### src/verilog/trs_io_pkg.sv
`default_nettype none

package trs_io_pkg;

  // ESP command opcodes, numbered as on the ESP side
  typedef enum logic [7:0] {
    get_cookie       = 8'd0,
    dbus_read        = 8'd3,
    dbus_write       = 8'd4,
    get_version      = 8'd15,
    set_led          = 8'd26,
    set_spi_ctrl_reg = 8'd29,
    set_spi_data     = 8'd30,
    get_spi_data     = 8'd31
  } cmd_op_e;

  // status code shown to the ESP on esp_s
  typedef enum logic [3:0] {
    trs_io_in  = 4'd0,
    trs_io_out = 4'd1,
    esp_idle   = 4'd15
  } esp_op_e;

  typedef enum logic {
    idle,
    read_bytes
  } cmd_state_e;

  // Z80 I/O bus request, strobes active low
  typedef struct packed {
    logic [7:0] port;
    logic [7:0] wdata;
    logic       in_n;
    logic       out_n;
  } z80_io_t;

  typedef struct packed {
    logic       valid;
    cmd_op_e    op;
    logic [7:0] param;
  } cmd_action_t;

  typedef struct packed {
    logic       ctrl_we;
    logic       data_we;
    logic [7:0] value;
  } flash_load_t;

  localparam logic [7:0] cookie        = 8'hAF;
  localparam logic [2:0] version_major = 3'd0;
  localparam logic [4:0] version_minor = 5'd3;

  localparam logic [7:0] port_trs_io    = 8'h1F;
  localparam logic [7:0] port_spi_ctrl  = 8'hFC;
  localparam logic [7:0] port_spi_data  = 8'hFD;

endpackage

`default_nettype wire
### src/verilog/trs_io_top.sv
`default_nettype none
`timescale 1ns/100ps

module trs_io_top #(
  parameter int esp_req_cycles  = 50,
  parameter int flash_half_log2 = 3
) (
  input  wire logic                 clk,
  input  wire logic                 cass_out_sel_n,
  input  wire logic                 sck,
  input  wire logic                 mosi,
  input  wire logic                 cs,
  output logic                      miso,
  input  wire logic                 esp_done,
  output logic                      esp_req,
  output trs_io_pkg::esp_op_e       esp_s,
  input  wire trs_io_pkg::z80_io_t  z80_io,
  output logic [7:0]                z80_rdata,
  output logic                      z80_wait,
  output logic                      flash_cs_n,
  output logic                      flash_sck,
  output logic                      flash_si,
  input  wire logic                 flash_so,
  output logic                      led_red,
  output logic                      led_green,
  output logic                      led_blue,
  output logic                      led_error
);

  trs_io_pkg::cmd_action_t action;
  trs_io_pkg::flash_load_t z80_flash_load;
  logic [7:0]              trs_data;
  logic [7:0]              z80_latched;
  logic [7:0]              spi_data;

  esp_cmd_parser esp_cmd_parser_i (
    .clk            (clk),
    .cass_out_sel_n (cass_out_sel_n),
    .sck            (sck),
    .mosi           (mosi),
    .cs             (cs),
    .z80_latched    (z80_latched),
    .spi_data       (spi_data),
    .miso           (miso),
    .action         (action),
    .trs_data       (trs_data),
    .led_red        (led_red),
    .led_green      (led_green),
    .led_blue       (led_blue),
    .led_error      (led_error)
  );

  z80_port_decode #(
    .esp_req_cycles (esp_req_cycles)
  ) z80_port_decode_i (
    .clk            (clk),
    .cass_out_sel_n (cass_out_sel_n),
    .z80_io         (z80_io),
    .trs_data       (trs_data),
    .spi_data       (spi_data),
    .esp_done       (esp_done),
    .z80_latched    (z80_latched),
    .z80_flash_load (z80_flash_load),
    .z80_rdata      (z80_rdata),
    .z80_wait       (z80_wait),
    .esp_req        (esp_req),
    .esp_s          (esp_s)
  );

  flash_spi_master #(
    .flash_half_log2 (flash_half_log2)
  ) flash_spi_master_i (
    .clk            (clk),
    .cass_out_sel_n (cass_out_sel_n),
    .z80_flash_load (z80_flash_load),
    .action         (action),
    .flash_so       (flash_so),
    .spi_data       (spi_data),
    .flash_cs_n     (flash_cs_n),
    .flash_sck      (flash_sck),
    .flash_si       (flash_si)
  );

endmodule

`default_nettype wire

### src/verilog/flash_spi_master.sv
`default_nettype none
`timescale 1ns/100ps

module flash_spi_master #(
  parameter int flash_half_log2 = 3
) (
  input  wire logic                   clk,
  input  wire logic                   cass_out_sel_n,
  input  wire trs_io_pkg::flash_load_t z80_flash_load,
  input  wire trs_io_pkg::cmd_action_t action,
  input  wire logic                   flash_so,
  output logic [7:0]                  spi_data,
  output logic                        flash_cs_n,
  output logic                        flash_sck,
  output logic                        flash_si
);

  import trs_io_pkg::*;

  // msb is the busy flag, the rest counts 16 half periods
  localparam int cnt_w = flash_half_log2 + 5;
  localparam logic [cnt_w-1:0] half_mask = cnt_w'((1 << flash_half_log2) - 1);

  logic             ctrl_cs;
  logic [7:0]       shift_reg;
  logic [cnt_w-1:0] cnt;
  logic             busy;
  logic             half_start;
  logic             ctrl_we;
  logic             data_we;
  logic [7:0]       ctrl_val;
  logic [7:0]       data_val;

  // Z80 has priority over the ESP
  assign ctrl_we  = z80_flash_load.ctrl_we ||
                    (action.valid && action.op == set_spi_ctrl_reg);
  assign data_we  = z80_flash_load.data_we ||
                    (action.valid && action.op == set_spi_data);
  assign ctrl_val = z80_flash_load.ctrl_we ? z80_flash_load.value : action.param;
  assign data_val = z80_flash_load.data_we ? z80_flash_load.value : action.param;

  assign busy       = cnt[cnt_w-1];
  assign half_start = ((cnt & half_mask) == '0);

  // only bit 7 (chip select) of the control byte is used
  always_ff @(posedge clk or negedge cass_out_sel_n) begin
    if (!cass_out_sel_n) begin
      ctrl_cs <= 1'b0;
    end else if (ctrl_we) begin
      ctrl_cs <= ctrl_val[7];
    end
  end

  always_ff @(posedge clk or negedge cass_out_sel_n) begin
    if (!cass_out_sel_n) begin
      cnt      <= '0;
      flash_si <= 1'b0;
    end else if (busy) begin
      cnt <= cnt + 1'b1;
      if (half_start && !cnt[flash_half_log2]) begin
        flash_si <= shift_reg[7];
      end
    end else if (data_we) begin
      cnt <= {1'b1, {(cnt_w-1){1'b0}}};
    end
  end

  always_ff @(posedge clk) begin
    if (busy) begin
      if (half_start && cnt[flash_half_log2]) begin
        shift_reg <= {shift_reg[6:0], flash_so};
      end
    end else if (data_we) begin
      shift_reg <= data_val;
    end
  end

  assign spi_data   = shift_reg;
  assign flash_cs_n = ~ctrl_cs;
  assign flash_sck  = cnt[flash_half_log2];

endmodule

`default_nettype wire

### src/verilog/z80_port_decode.sv
`default_nettype none
`timescale 1ns/100ps

module z80_port_decode #(
  parameter int esp_req_cycles = 50
) (
  input  wire logic                   clk,
  input  wire logic                   cass_out_sel_n,
  input  wire trs_io_pkg::z80_io_t    z80_io,
  input  wire logic [7:0]             trs_data,
  input  wire logic [7:0]             spi_data,
  input  wire logic                   esp_done,
  output logic [7:0]                  z80_latched,
  output trs_io_pkg::flash_load_t     z80_flash_load,
  output logic [7:0]                  z80_rdata,
  output logic                        z80_wait,
  output logic                        esp_req,
  output trs_io_pkg::esp_op_e         esp_s
);

  import trs_io_pkg::*;

  localparam int cnt_w = $clog2(esp_req_cycles + 1);

  logic [1:0]       in_sync;
  logic [1:0]       out_sync;
  logic             in_prev;
  logic             out_prev;
  logic             in_start;
  logic             out_start;
  logic             trs_io_sel;
  logic [2:0]       done_sync;
  logic             done_rise;
  logic [cnt_w-1:0] req_cnt;

  // strobes are active low, sync them as active high
  always_ff @(posedge clk or negedge cass_out_sel_n) begin
    if (!cass_out_sel_n) begin
      in_sync   <= 2'b00;
      out_sync  <= 2'b00;
      in_prev   <= 1'b0;
      out_prev  <= 1'b0;
      done_sync <= 3'b000;
    end else begin
      in_sync   <= {in_sync[0], ~z80_io.in_n};
      out_sync  <= {out_sync[0], ~z80_io.out_n};
      in_prev   <= in_sync[1];
      out_prev  <= out_sync[1];
      done_sync <= {done_sync[1:0], esp_done};
    end
  end

  assign in_start   = in_sync[1] & ~in_prev;
  assign out_start  = out_sync[1] & ~out_prev;
  assign trs_io_sel = (z80_io.port == port_trs_io);
  assign done_rise  = (done_sync[2:1] == 2'b01);

  // ESP request, WAIT and status code
  always_ff @(posedge clk or negedge cass_out_sel_n) begin
    if (!cass_out_sel_n) begin
      req_cnt  <= '0;
      z80_wait <= 1'b0;
      esp_s    <= esp_idle;
    end else begin
      if (trs_io_sel && (in_start || out_start)) begin
        req_cnt  <= cnt_w'(esp_req_cycles);
        z80_wait <= 1'b1;
        esp_s    <= in_start ? trs_io_in : trs_io_out;
      end else begin
        if (req_cnt != '0) begin
          req_cnt <= req_cnt - 1'b1;
        end
        if (done_rise) begin
          z80_wait <= 1'b0;
          esp_s    <= esp_idle;
        end
      end
    end
  end

  assign esp_req = (req_cnt != '0);

  always_ff @(posedge clk) begin
    if (out_start && trs_io_sel) begin
      z80_latched <= z80_io.wdata;
    end
  end

  // writes to FC/FD go straight to the flash master
  assign z80_flash_load = '{
    ctrl_we: out_start && (z80_io.port == port_spi_ctrl),
    data_we: out_start && (z80_io.port == port_spi_data),
    value:   z80_io.wdata
  };

  always_comb begin
    case (z80_io.port)
      port_trs_io:   z80_rdata = trs_data;
      port_spi_data: z80_rdata = spi_data;
      default:       z80_rdata = 8'hFF;
    endcase
  end

endmodule

`default_nettype wire

### src/verilog/esp_cmd_parser.sv
`default_nettype none
`timescale 1ns/100ps

module esp_cmd_parser (
  input  wire logic                   clk,
  input  wire logic                   cass_out_sel_n,
  input  wire logic                   sck,
  input  wire logic                   mosi,
  input  wire logic                   cs,
  input  wire logic [7:0]             z80_latched,
  input  wire logic [7:0]             spi_data,
  output logic                        miso,
  output trs_io_pkg::cmd_action_t     action,
  output logic [7:0]                  trs_data,
  output logic                        led_red,
  output logic                        led_green,
  output logic                        led_blue,
  output logic                        led_error
);

  import trs_io_pkg::*;

  logic [7:0] rx_byte;
  logic       rx_valid;
  logic [7:0] reply;
  logic [1:0] op_info;
  cmd_state_e state;
  logic       act_valid;
  cmd_op_e    act_op;
  logic [7:0] act_param;

  // returns {known, takes one parameter byte}
  function automatic logic [1:0] lookup_op(input logic [7:0] code);
    case (code)
      get_cookie, dbus_read, get_version, get_spi_data: lookup_op = 2'b10;
      dbus_write, set_led, set_spi_ctrl_reg, set_spi_data: lookup_op = 2'b11;
      default: lookup_op = 2'b00;
    endcase
  endfunction

  esp_spi_slave spi_slave_i (
    .clk            (clk),
    .cass_out_sel_n (cass_out_sel_n),
    .sck            (sck),
    .mosi           (mosi),
    .cs             (cs),
    .reply          (reply),
    .miso           (miso),
    .rx_byte        (rx_byte),
    .rx_valid       (rx_valid)
  );

  assign op_info = lookup_op(rx_byte);

  always_ff @(posedge clk or negedge cass_out_sel_n) begin
    if (!cass_out_sel_n) begin
      state     <= idle;
      act_valid <= 1'b0;
      led_error <= 1'b0;
    end else begin
      act_valid <= 1'b0;
      if (rx_valid) begin
        case (state)
          idle: begin
            if (!op_info[1]) begin
              // sticky until reset
              led_error <= 1'b1;
            end else if (op_info[0]) begin
              state <= read_bytes;
            end else begin
              act_valid <= 1'b1;
            end
          end
          read_bytes: begin
            act_valid <= 1'b1;
            state     <= idle;
          end
          default: state <= idle;
        endcase
      end
    end
  end

  always_ff @(posedge clk) begin
    if (rx_valid) begin
      if (state == idle) begin
        act_op <= cmd_op_e'(rx_byte);
      end else begin
        act_param <= rx_byte;
      end
    end
  end

  assign action = '{valid: act_valid, op: act_op, param: act_param};

  always_ff @(posedge clk or negedge cass_out_sel_n) begin
    if (!cass_out_sel_n) begin
      led_red   <= 1'b0;
      led_green <= 1'b0;
      led_blue  <= 1'b0;
    end else if (act_valid && act_op == set_led) begin
      led_red   <= act_param[0];
      led_green <= act_param[1];
      led_blue  <= act_param[2];
    end
  end

  // reply goes out in the byte after the command
  always_ff @(posedge clk) begin
    if (act_valid) begin
      case (act_op)
        get_cookie:   reply <= cookie;
        get_version:  reply <= {version_major, version_minor};
        dbus_read:    reply <= z80_latched;
        get_spi_data: reply <= spi_data;
        default:      reply <= reply;
      endcase
      if (act_op == dbus_write) begin
        trs_data <= act_param;
      end
    end
  end

endmodule

`default_nettype wire

### src/verilog/esp_spi_slave.sv
`default_nettype none
`timescale 1ns/100ps

module esp_spi_slave (
  input  wire logic       clk,
  input  wire logic       cass_out_sel_n,
  input  wire logic       sck,
  input  wire logic       mosi,
  input  wire logic       cs,
  input  wire logic [7:0] reply,
  output logic            miso,
  output logic [7:0]      rx_byte,
  output logic            rx_valid
);

  logic [2:0] sck_sync;
  logic [1:0] cs_sync;
  logic [1:0] mosi_sync;
  logic [2:0] bit_cnt;
  logic [7:0] rx_shift;
  logic [7:0] tx_shift;
  logic       sck_rise;
  logic       sck_fall;
  logic       cs_active;

  // edges are taken from the two oldest sync stages
  assign sck_rise  = (sck_sync[2:1] == 2'b01);
  assign sck_fall  = (sck_sync[2:1] == 2'b10);
  assign cs_active = ~cs_sync[1];

  always_ff @(posedge clk or negedge cass_out_sel_n) begin
    if (!cass_out_sel_n) begin
      sck_sync  <= 3'b000;
      cs_sync   <= 2'b11;
      mosi_sync <= 2'b00;
    end else begin
      sck_sync  <= {sck_sync[1:0], sck};
      cs_sync   <= {cs_sync[0], cs};
      mosi_sync <= {mosi_sync[0], mosi};
    end
  end

  always_ff @(posedge clk or negedge cass_out_sel_n) begin
    if (!cass_out_sel_n) begin
      bit_cnt  <= 3'd0;
      rx_valid <= 1'b0;
      tx_shift <= 8'h00;
    end else begin
      rx_valid <= 1'b0;
      if (!cs_active) begin
        bit_cnt <= 3'd0;
      end else begin
        if (sck_rise) begin
          bit_cnt <= bit_cnt + 3'd1;
          if (bit_cnt == 3'd7) begin
            rx_valid <= 1'b1;
          end
        end
        // reply is taken at the first falling edge of a byte
        if (sck_fall) begin
          if (bit_cnt == 3'd1) begin
            tx_shift <= reply;
          end else begin
            tx_shift <= {tx_shift[6:0], 1'b0};
          end
        end
      end
    end
  end

  always_ff @(posedge clk) begin
    if (cs_active && sck_rise) begin
      rx_shift <= {rx_shift[6:0], mosi_sync[1]};
    end
  end

  assign rx_byte = rx_shift;
  assign miso    = cs_active & tx_shift[7];

endmodule

`default_nettype wire

### config.mk
export PLATFORM = sky130hd
export DESIGN_NAME = trs_io_top
export DESIGN_NICKNAME = d
export VERILOG_FILES = /design/src/verilog/trs_io_pkg.sv /design/src/verilog/trs_io_top.sv /design/src/verilog/flash_spi_master.sv /design/src/verilog/z80_port_decode.sv /design/src/verilog/esp_cmd_parser.sv /design/src/verilog/esp_spi_slave.sv
export SDC_FILE = /design/constraint.sdc
export NUM_CORES = 1
export LEC_CHECK = 0
export ABC_AREA = 1
export BUFFER_PORTS_ARGS = -buffer_cell sky130_fd_sc_hd__buf_2
export CAP_MARGIN = 20
export CORE_MARGIN = 1.5
export CORE_UTILIZATION = 60
export CTS_BUF_LIST = sky130_fd_sc_hd__clkbuf_8
export DETAILED_ROUTE_END_ITERATION = 10
export GPL_ROUTABILITY_DRIVEN = 0
export PLACE_DENSITY = 0.81
export RECOVER_POWER = 100
export SYNTH_ARGS = -nofsm -noshare
export SYNTH_HDL_FRONTEND = slang
export SYNTH_SLANG_ARGS = --single-unit
### constraint.sdc
create_clock -name clk -period 2.3 [get_ports clk]
set_input_delay 0.23 -clock clk [delete_from_list [all_inputs] [get_ports clk]]
set_output_delay 0.23 -clock clk [all_outputs]
set_load 0.01 [all_outputs]
Word level (Yosys, flattened, before mapping)
Memory sizes are Yosys's and may differ from the RTL's. A register that Yosys moved wholly into a read port is not among the register bits. Index checks and enable logic that the tools add are counted.

Register bits after elaboration: 111. ROM bits: 64. Memories: 1.

Add/sub/neg operators: 3. Equality and inequality tests: 16. Mux-type cells: 31. Bitwise logic cells: 11. Reductions and logical operators: 31.

Memories: (name not given) (words 32, bits a word 2, read ports 1, clocked after Yosys merged registers in 1, wr ports 0, RTL line esp_cmd_parser.sv:34) `case (code)`.

Operators with widths (number): $mux W8 (8); $eq A8 B5 Y1 const B (5); $pmux W8 S4 (1); $eq A8 B8 Y1 const B (2); $logic_not A8 Y1 (2); $pmux W8 S2 (1); $reduce_and A2 Y1 (7); $mux W6 (2); $mux W1 (11); $logic_and A1 B1 Y1 (10); $add A8 B1 Y8 const B (1); $eq A8 B2 Y1 const B (1); $eq A8 B3 Y1 const B (1); $eq A8 B4 Y1 const B (1); $mux W4 (2); $not A1 Y1 (8); $reduce_bool A2 Y1 (4); $mux W3 (2); $reduce_bool A6 Y1 (1); $sub A6 B1 Y6 const B (1); $mux W5 (1); $eq A2 B1 Y1 const B (2); $pmux W1 S2 (2); $reduce_bool A4 Y1 (1); 11 further kinds (15).

Depth between registers and ports, before layout
Word-level depth: 6. Gate-level depth with buffers: 11.

By module
Synthesis repeated with hierarchy kept, for this count alone.

Cells, all modules: 553. Area, all modules: 5111.2 µm².

By module, submodules not included: esp_cmd_parser (instances 1, cells each 149, area an instance 1629.1 µm²); z80_port_decode (instances 1, cells each 157, area an instance 1343.8 µm²); esp_spi_slave (instances 1, cells each 106, area an instance 1087.3 µm²); flash_spi_master (instances 1, cells each 141, area an instance 1051.0 µm²).

Worst setup path after synthesis
OpenSTA, ideal clock, no wires.

Kind: register to register. Start point: reg esp_cmd_parser_i.act_op[5]. End point: reg flash_spi_master_i.shift_reg[0], in the netlist flash_spi_master_i.spi_data[0] (enable). Arrival: 1.348 ns. Setup slack: 0.568 ns. Stages on the path, launching flop included: 6. Path buffers: 0. Period minus slack after synthesis: 1.732 ns. Cell sequence: edfxtp_1 nor3_2 nand3_1 nand2_1 nand2_1 o21ai_0.

Word-level cells in the longest chain between the ends: 5.

RTL lines: start, declared (RTL line esp_cmd_parser.sv:29) `cmd_op_e act_op;`; start signal, assigned (RTL line esp_cmd_parser.sv:87) `act_op <= cmd_op_e'(rx_byte);`; $eq A8 B5 Y1 (RTL line flash_spi_master.sv:38) `(action.valid && action.op == set_spi_data);`; $logic_and A1 B1 Y1 (RTL line flash_spi_master.sv:38); $logic_or A1 B1 Y1 (RTL line flash_spi_master.sv:37) `assign data_we = z80_flash_load.data_we ||`; $reduce_bool A2 Y1 (no source line); $reduce_and A2 Y1 (no source line); end signal, assigned (RTL line flash_spi_master.sv:71) `shift_reg <= {shift_reg[6:0], flash_so};`; end signal, assigned (RTL line flash_spi_master.sv:74) `shift_reg <= data_val;`; end, declared (RTL line flash_spi_master.sv:25) `logic [7:0] shift_reg;`.

No other way between the ends. A chain may end at the register's enable or synchronous reset.

Worst setup path after layout
Start point: reg esp_cmd_parser_i.act_op[7]. End point: reg esp_cmd_parser_i.reply[1] (enable).

Word-level cells in the longest chain between the ends: 3. Elaborated cells on any way between the ends: 6. Those cells by class: eq/ne (3); reduce/logical (3).

RTL lines: $eq A8 B4 Y1 (tied with other cells) (RTL line esp_cmd_parser.sv:111) `case (act_op)`; $reduce_bool A4 Y1 (no source line) *; $reduce_and A2 Y1 (no source line) *; end signal, assigned (RTL line esp_cmd_parser.sv:112) `get_cookie: reply <= cookie;`; end signal, assigned (RTL line esp_cmd_parser.sv:113) `get_version: reply <= {version_major, version_minor};`; end signal, assigned (RTL line esp_cmd_parser.sv:114) `dbus_read: reply <= z80_latched;`; end, declared (RTL line esp_cmd_parser.sv:25) `logic [7:0] reply;`.

Mark *: on every way between the ends. The rest lies on a longest branch, timed or not.

==> summary.md <==
| Metric | Value |
|---|---|
| Tightest Pin Transition | 1.544 ns |
| Clock power frac | 30.1% |
| Total number of vias | 3682 |
| Via density | roughly 5.4 |
| Synth Area in Compound Gates | around 5.2% |
| Area growth from synthesis to layout | 12.00% |
| Layout Skew | ~0.010 ns |
| Clk sink count | approximately 110 |
| Period utilization | between 80 and 90% |
| Global-route wire length before repair | between 15000 and 20000 um |
| Peak supply drop | approximately 0.42 mV |
| Synth Register Bits | between 100 and 150 |
| Initial Utilization | roughly 63% |
| Clock transition at path regs | roughly 0.11 ns |
| Max cap viols | 1 |
| Top post-synthesis cells by area | edfxtp_1, dfrtp_1, nand2_1 |
| Combinational Power Share | a little under an eighth |
| WP data arrival | between 2 and 2.5 ns |
| Critical Path Start Type | flop |
| RSZ-0062 raised after global routing | no |
| Die width | ~94 um |
| Total Neg Setup Slack | 0 ns |
| YS warnings | 0 |
| Fin area | between 5000 and 6000 um2 |
| Cell Pwr Density | approximately 700 nW/um2 |
| CTS tree | yes |
| P_sw | between 1 and 1.5 mW |
| Synth Cell Area | 4933 um2 |
| CP required | roughly 2.3 ns |
| CP top delay family | simple AND/OR/NAND/NOR gates |
| Register area share after synthesis | a little over 60% |
| Sw Share | between 20 and 30% |
| # setup viols final | 0 |
| Hold WS | around 0.082 ns |
| Clock latency on the worst-skew pair | about 0.38 ns |
| Pleak | ~2.5 nW |
| Pwr Total | ~4 mW |
| FF/Latch Area | 3053 um2 |
| WL/cell | between 10 and 15 um |
| XOR/XNOR share of the synthesized area | less than 1% |
| Cells after Synth | 508 |
| Slowest stage cell, crit path | nor2_1 |
| CTS Buf Count | 9 |
| Largest family of logic cells by synthesized area | simple AND/OR/NAND/NOR gates |
| Largest net degree at the start of global routing | 29 |
| Avg Cell Area, Syn | 9.712 um2 |
| Hold Crit Class | input pin to flop |
| Max Buffers Root-to-Sink | 2 |
| All-layer global routing usage | approximately a quarter |
| Crit path max fanout | 8 |
| Placed instance area | 5315 um2 |
| Failing checks | max-capacitance violations, max-slew violations |
| Crit Path Class | flop to flop |
| DR iter-0 viols | about 250 |
| Pre-antenna DRT Iters | 5 |
| Simple-gate portion of the synthesized area | about 22% |
| Fmax | approximately 500 MHz |
| Worst rel slew slack | -2.902% |
| Status | complete, but fails checks |
| Fillers | between 600 and 700 |
| Internal power | 2.854 mW |
| Layout cells sized above 1 | a little under a tenth |
| Multi-input logic area | ~1500 um2 |
| Minimum clock period | between 2 and 2.5 ns |
| Endpoint type of the worst setup path | flop |
| Antenna violations before repair | 0 |
| Max-slew violations | 29 |
| Mux cell area share after synthesis | 0% |
| # diodes | 0 |
| Number of global-route vias before repair | between 3000 and 4000 |
| DRC violations left | 0 |
| Slowest stage delay, CP | ~0.5 ns |
| FP Rows | 32 |
| Post-Synth Adder-Cell Area | ~2.3% |
| Area share of the largest cell type after synthesis | between 30% and 40% |
| Seq pwr share | 58.3% |
| Final Hold Viols | 0 |
| Synthesized Nets | 542 |
| Die footprint | roughly 9000 um2 |
| Fin util | 70.41% |
| Netlist cell types | 32 |
| WP buf/inv | 1 |
| Cell taking the most area after synthesis | edfxtp_1 |
| Root Driver | clkbuf_8 |
| H-tree levels | 3 |
| Wirelength, routed | 10110 um |
| IO Count | between 40 and 50 |
| Core area | 7848 um2 |
| Grt ovf | 0 |
| Final nets | approximately 610 |
| Ordered cell list for the critical path | inv_1, nand2_1, nor3_1, nand3_1, nand2_1, nor2_1, nor2_1 |
| IO buf count | between 40 and 50 |
| Post-route ant nets | 0 |
| Hpwl dp | roughly 7300 um |
| Die Height | 93.68 um |
==> power groups by stage <==
stage / Clock (mW) / Combinational, mW / Sequential [mW]
5_1_grt: 1.29 / 0.536 / 2.34
3_5_place_dp: 0 / 0.467 / 2.36
3_3_place_gp: 0 / 0.433 / 2.35
6_report: 1.20 / 0.464 / 2.32
2_1_floorplan: 0 / 0.321 / 2.33
4_1_cts: 1.22 / 0.478 / 2.32
==> area by class of cell <==
cell class                 instances  share of cell area, %
clock buffer                       9                  2.242
clock inverter                     7                  1.721
inverter                          86                  5.842
multi-input combinational        301                  26.56
sequential                       111                  55.25
tap                              102                  2.310
timing repair buffer              64                  6.069
==> metal layers <==
layer  GRT usage, %  share of wire (%)  up-vias
met5              0                  0        -
met4          11.44                3.1        0
met3          3.964                5.3       31
met2          44.44                 52      125
met1          30.83                 40     1736
li1               -                  -     1790
==> placed cells by master (no fill, tap or decap), types with 9 or more instances in the layout <==
cell / instances
buf_2: 19
clkbuf_1: 30
clkbuf_8: 9
dfrtp_1: 49
edfxtp_1: 56
ha_1: 9
inv_1: 84
nand2_1: 119
nand3_1: 50
nand4_1: 19
nor2_1: 37
o21ai_0: 28
o22ai_1: 9
==> cells in the mapped netlist, drive strengths merged <==
cell / instances
dfxtp: 2
a21oi: 5
nor2: 39
o21ai: 28
nor3: 10
o31ai: 1
or2: 2
dfstp: 4
xor2: 3
nand3b: 2
o211ai: 3
clkbuf: 4
nand3: 51
dfrtp: 49
nand4: 19
edfxtp: 56
buf: 6
o22ai: 9
ha: 9
nand2: 119
a21o: 1
inv: 86
==> stage by stage <==
stage               cells  setup slack [ns]
finish                680            0.2856
global route          680            0.1559
CTS                   680            0.3199
detailed placement    657            0.3474
global placement      657            0.4281
floorplan             508            0.5683
==> sequential cells by signal, summed over array words and instances, names as in the netlist, 2 cells and up, named ones only <==
| signal | cells |
|---|---|
| esp_cmd_parser_i.act_op | 8 |
| esp_cmd_parser_i.act_param | 8 |
| esp_cmd_parser_i.reply | 8 |
| esp_cmd_parser_i.spi_slave_i.rx_byte | 8 |
| esp_cmd_parser_i.spi_slave_i.tx_shift | 8 |
| esp_cmd_parser_i.trs_data | 8 |
| flash_spi_master_i.cnt | 8 |
| flash_spi_master_i.spi_data | 8 |
| z80_port_decode_i.z80_latched | 8 |
| z80_port_decode_i.req_cnt | 6 |
| esp_cmd_parser_i.spi_slave_i.bit_cnt | 3 |
| esp_cmd_parser_i.spi_slave_i.sck_sync | 3 |
| z80_port_decode_i.done_sync | 3 |
| esp_cmd_parser_i.spi_slave_i.cs_sync | 2 |
| esp_cmd_parser_i.spi_slave_i.mosi_sync | 2 |
| z80_port_decode_i.esp_s | 2 |
| z80_port_decode_i.in_sync | 2 |
| z80_port_decode_i.out_sync | 2 |
==> final timing paths <==
path / slack, ns / endpoint / start / cells past startpoint
worst max-delay path: 0.29 / esp_cmd_parser_i.reply[1] / esp_cmd_parser_i.act_op[7] / 7
worst min-delay path: 0.08 / z80_port_decode_i.z80_latched[5] / z80_io[7] / 1
worst max register to register: 0.29 / esp_cmd_parser_i.reply[1] / esp_cmd_parser_i.act_op[7] / 7
worst min register to register: 0.36 / z80_port_decode_i.done_sync[1] / z80_port_decode_i.done_sync[0] / 0
max in group asynchronous: 0.54 / z80_port_decode_i.in_prev / cass_out_sel_n / 3
min in group asynchronous: 0.75 / z80_port_decode_i.req_cnt[5] / cass_out_sel_n / 2
==> timing repair <==
action | CTS | global route
buffers inserted | 0 | 0
hold buffers | 7 | 0
resized for setup | 0 | 0
endpoints found under the hold margin | 28 | 0
==> kinds of logic (layout without fill, tap and decap cells) <==
logic type / Yosys count / count (layout)
buf+inv: 96 / 166
flops: 111 / 111
compound gates: 47 / 47
simple gates: 242 / 242
fa+ha+maj: 9 / 9
xor+xnor: 3 / 3
==> worst register-to-register path, stage by stage, from the launching register on <==
cell and delay, ns:
edfxtp_1 0.38, inv_1 0.07, nand2_1 0.09, nor3_1 0.26
nand3_1 0.17, nand2_1 0.14, nor2_1 0.05, nor2_1 0.51
Note: power is estimated with default switching activity, not from simulation.
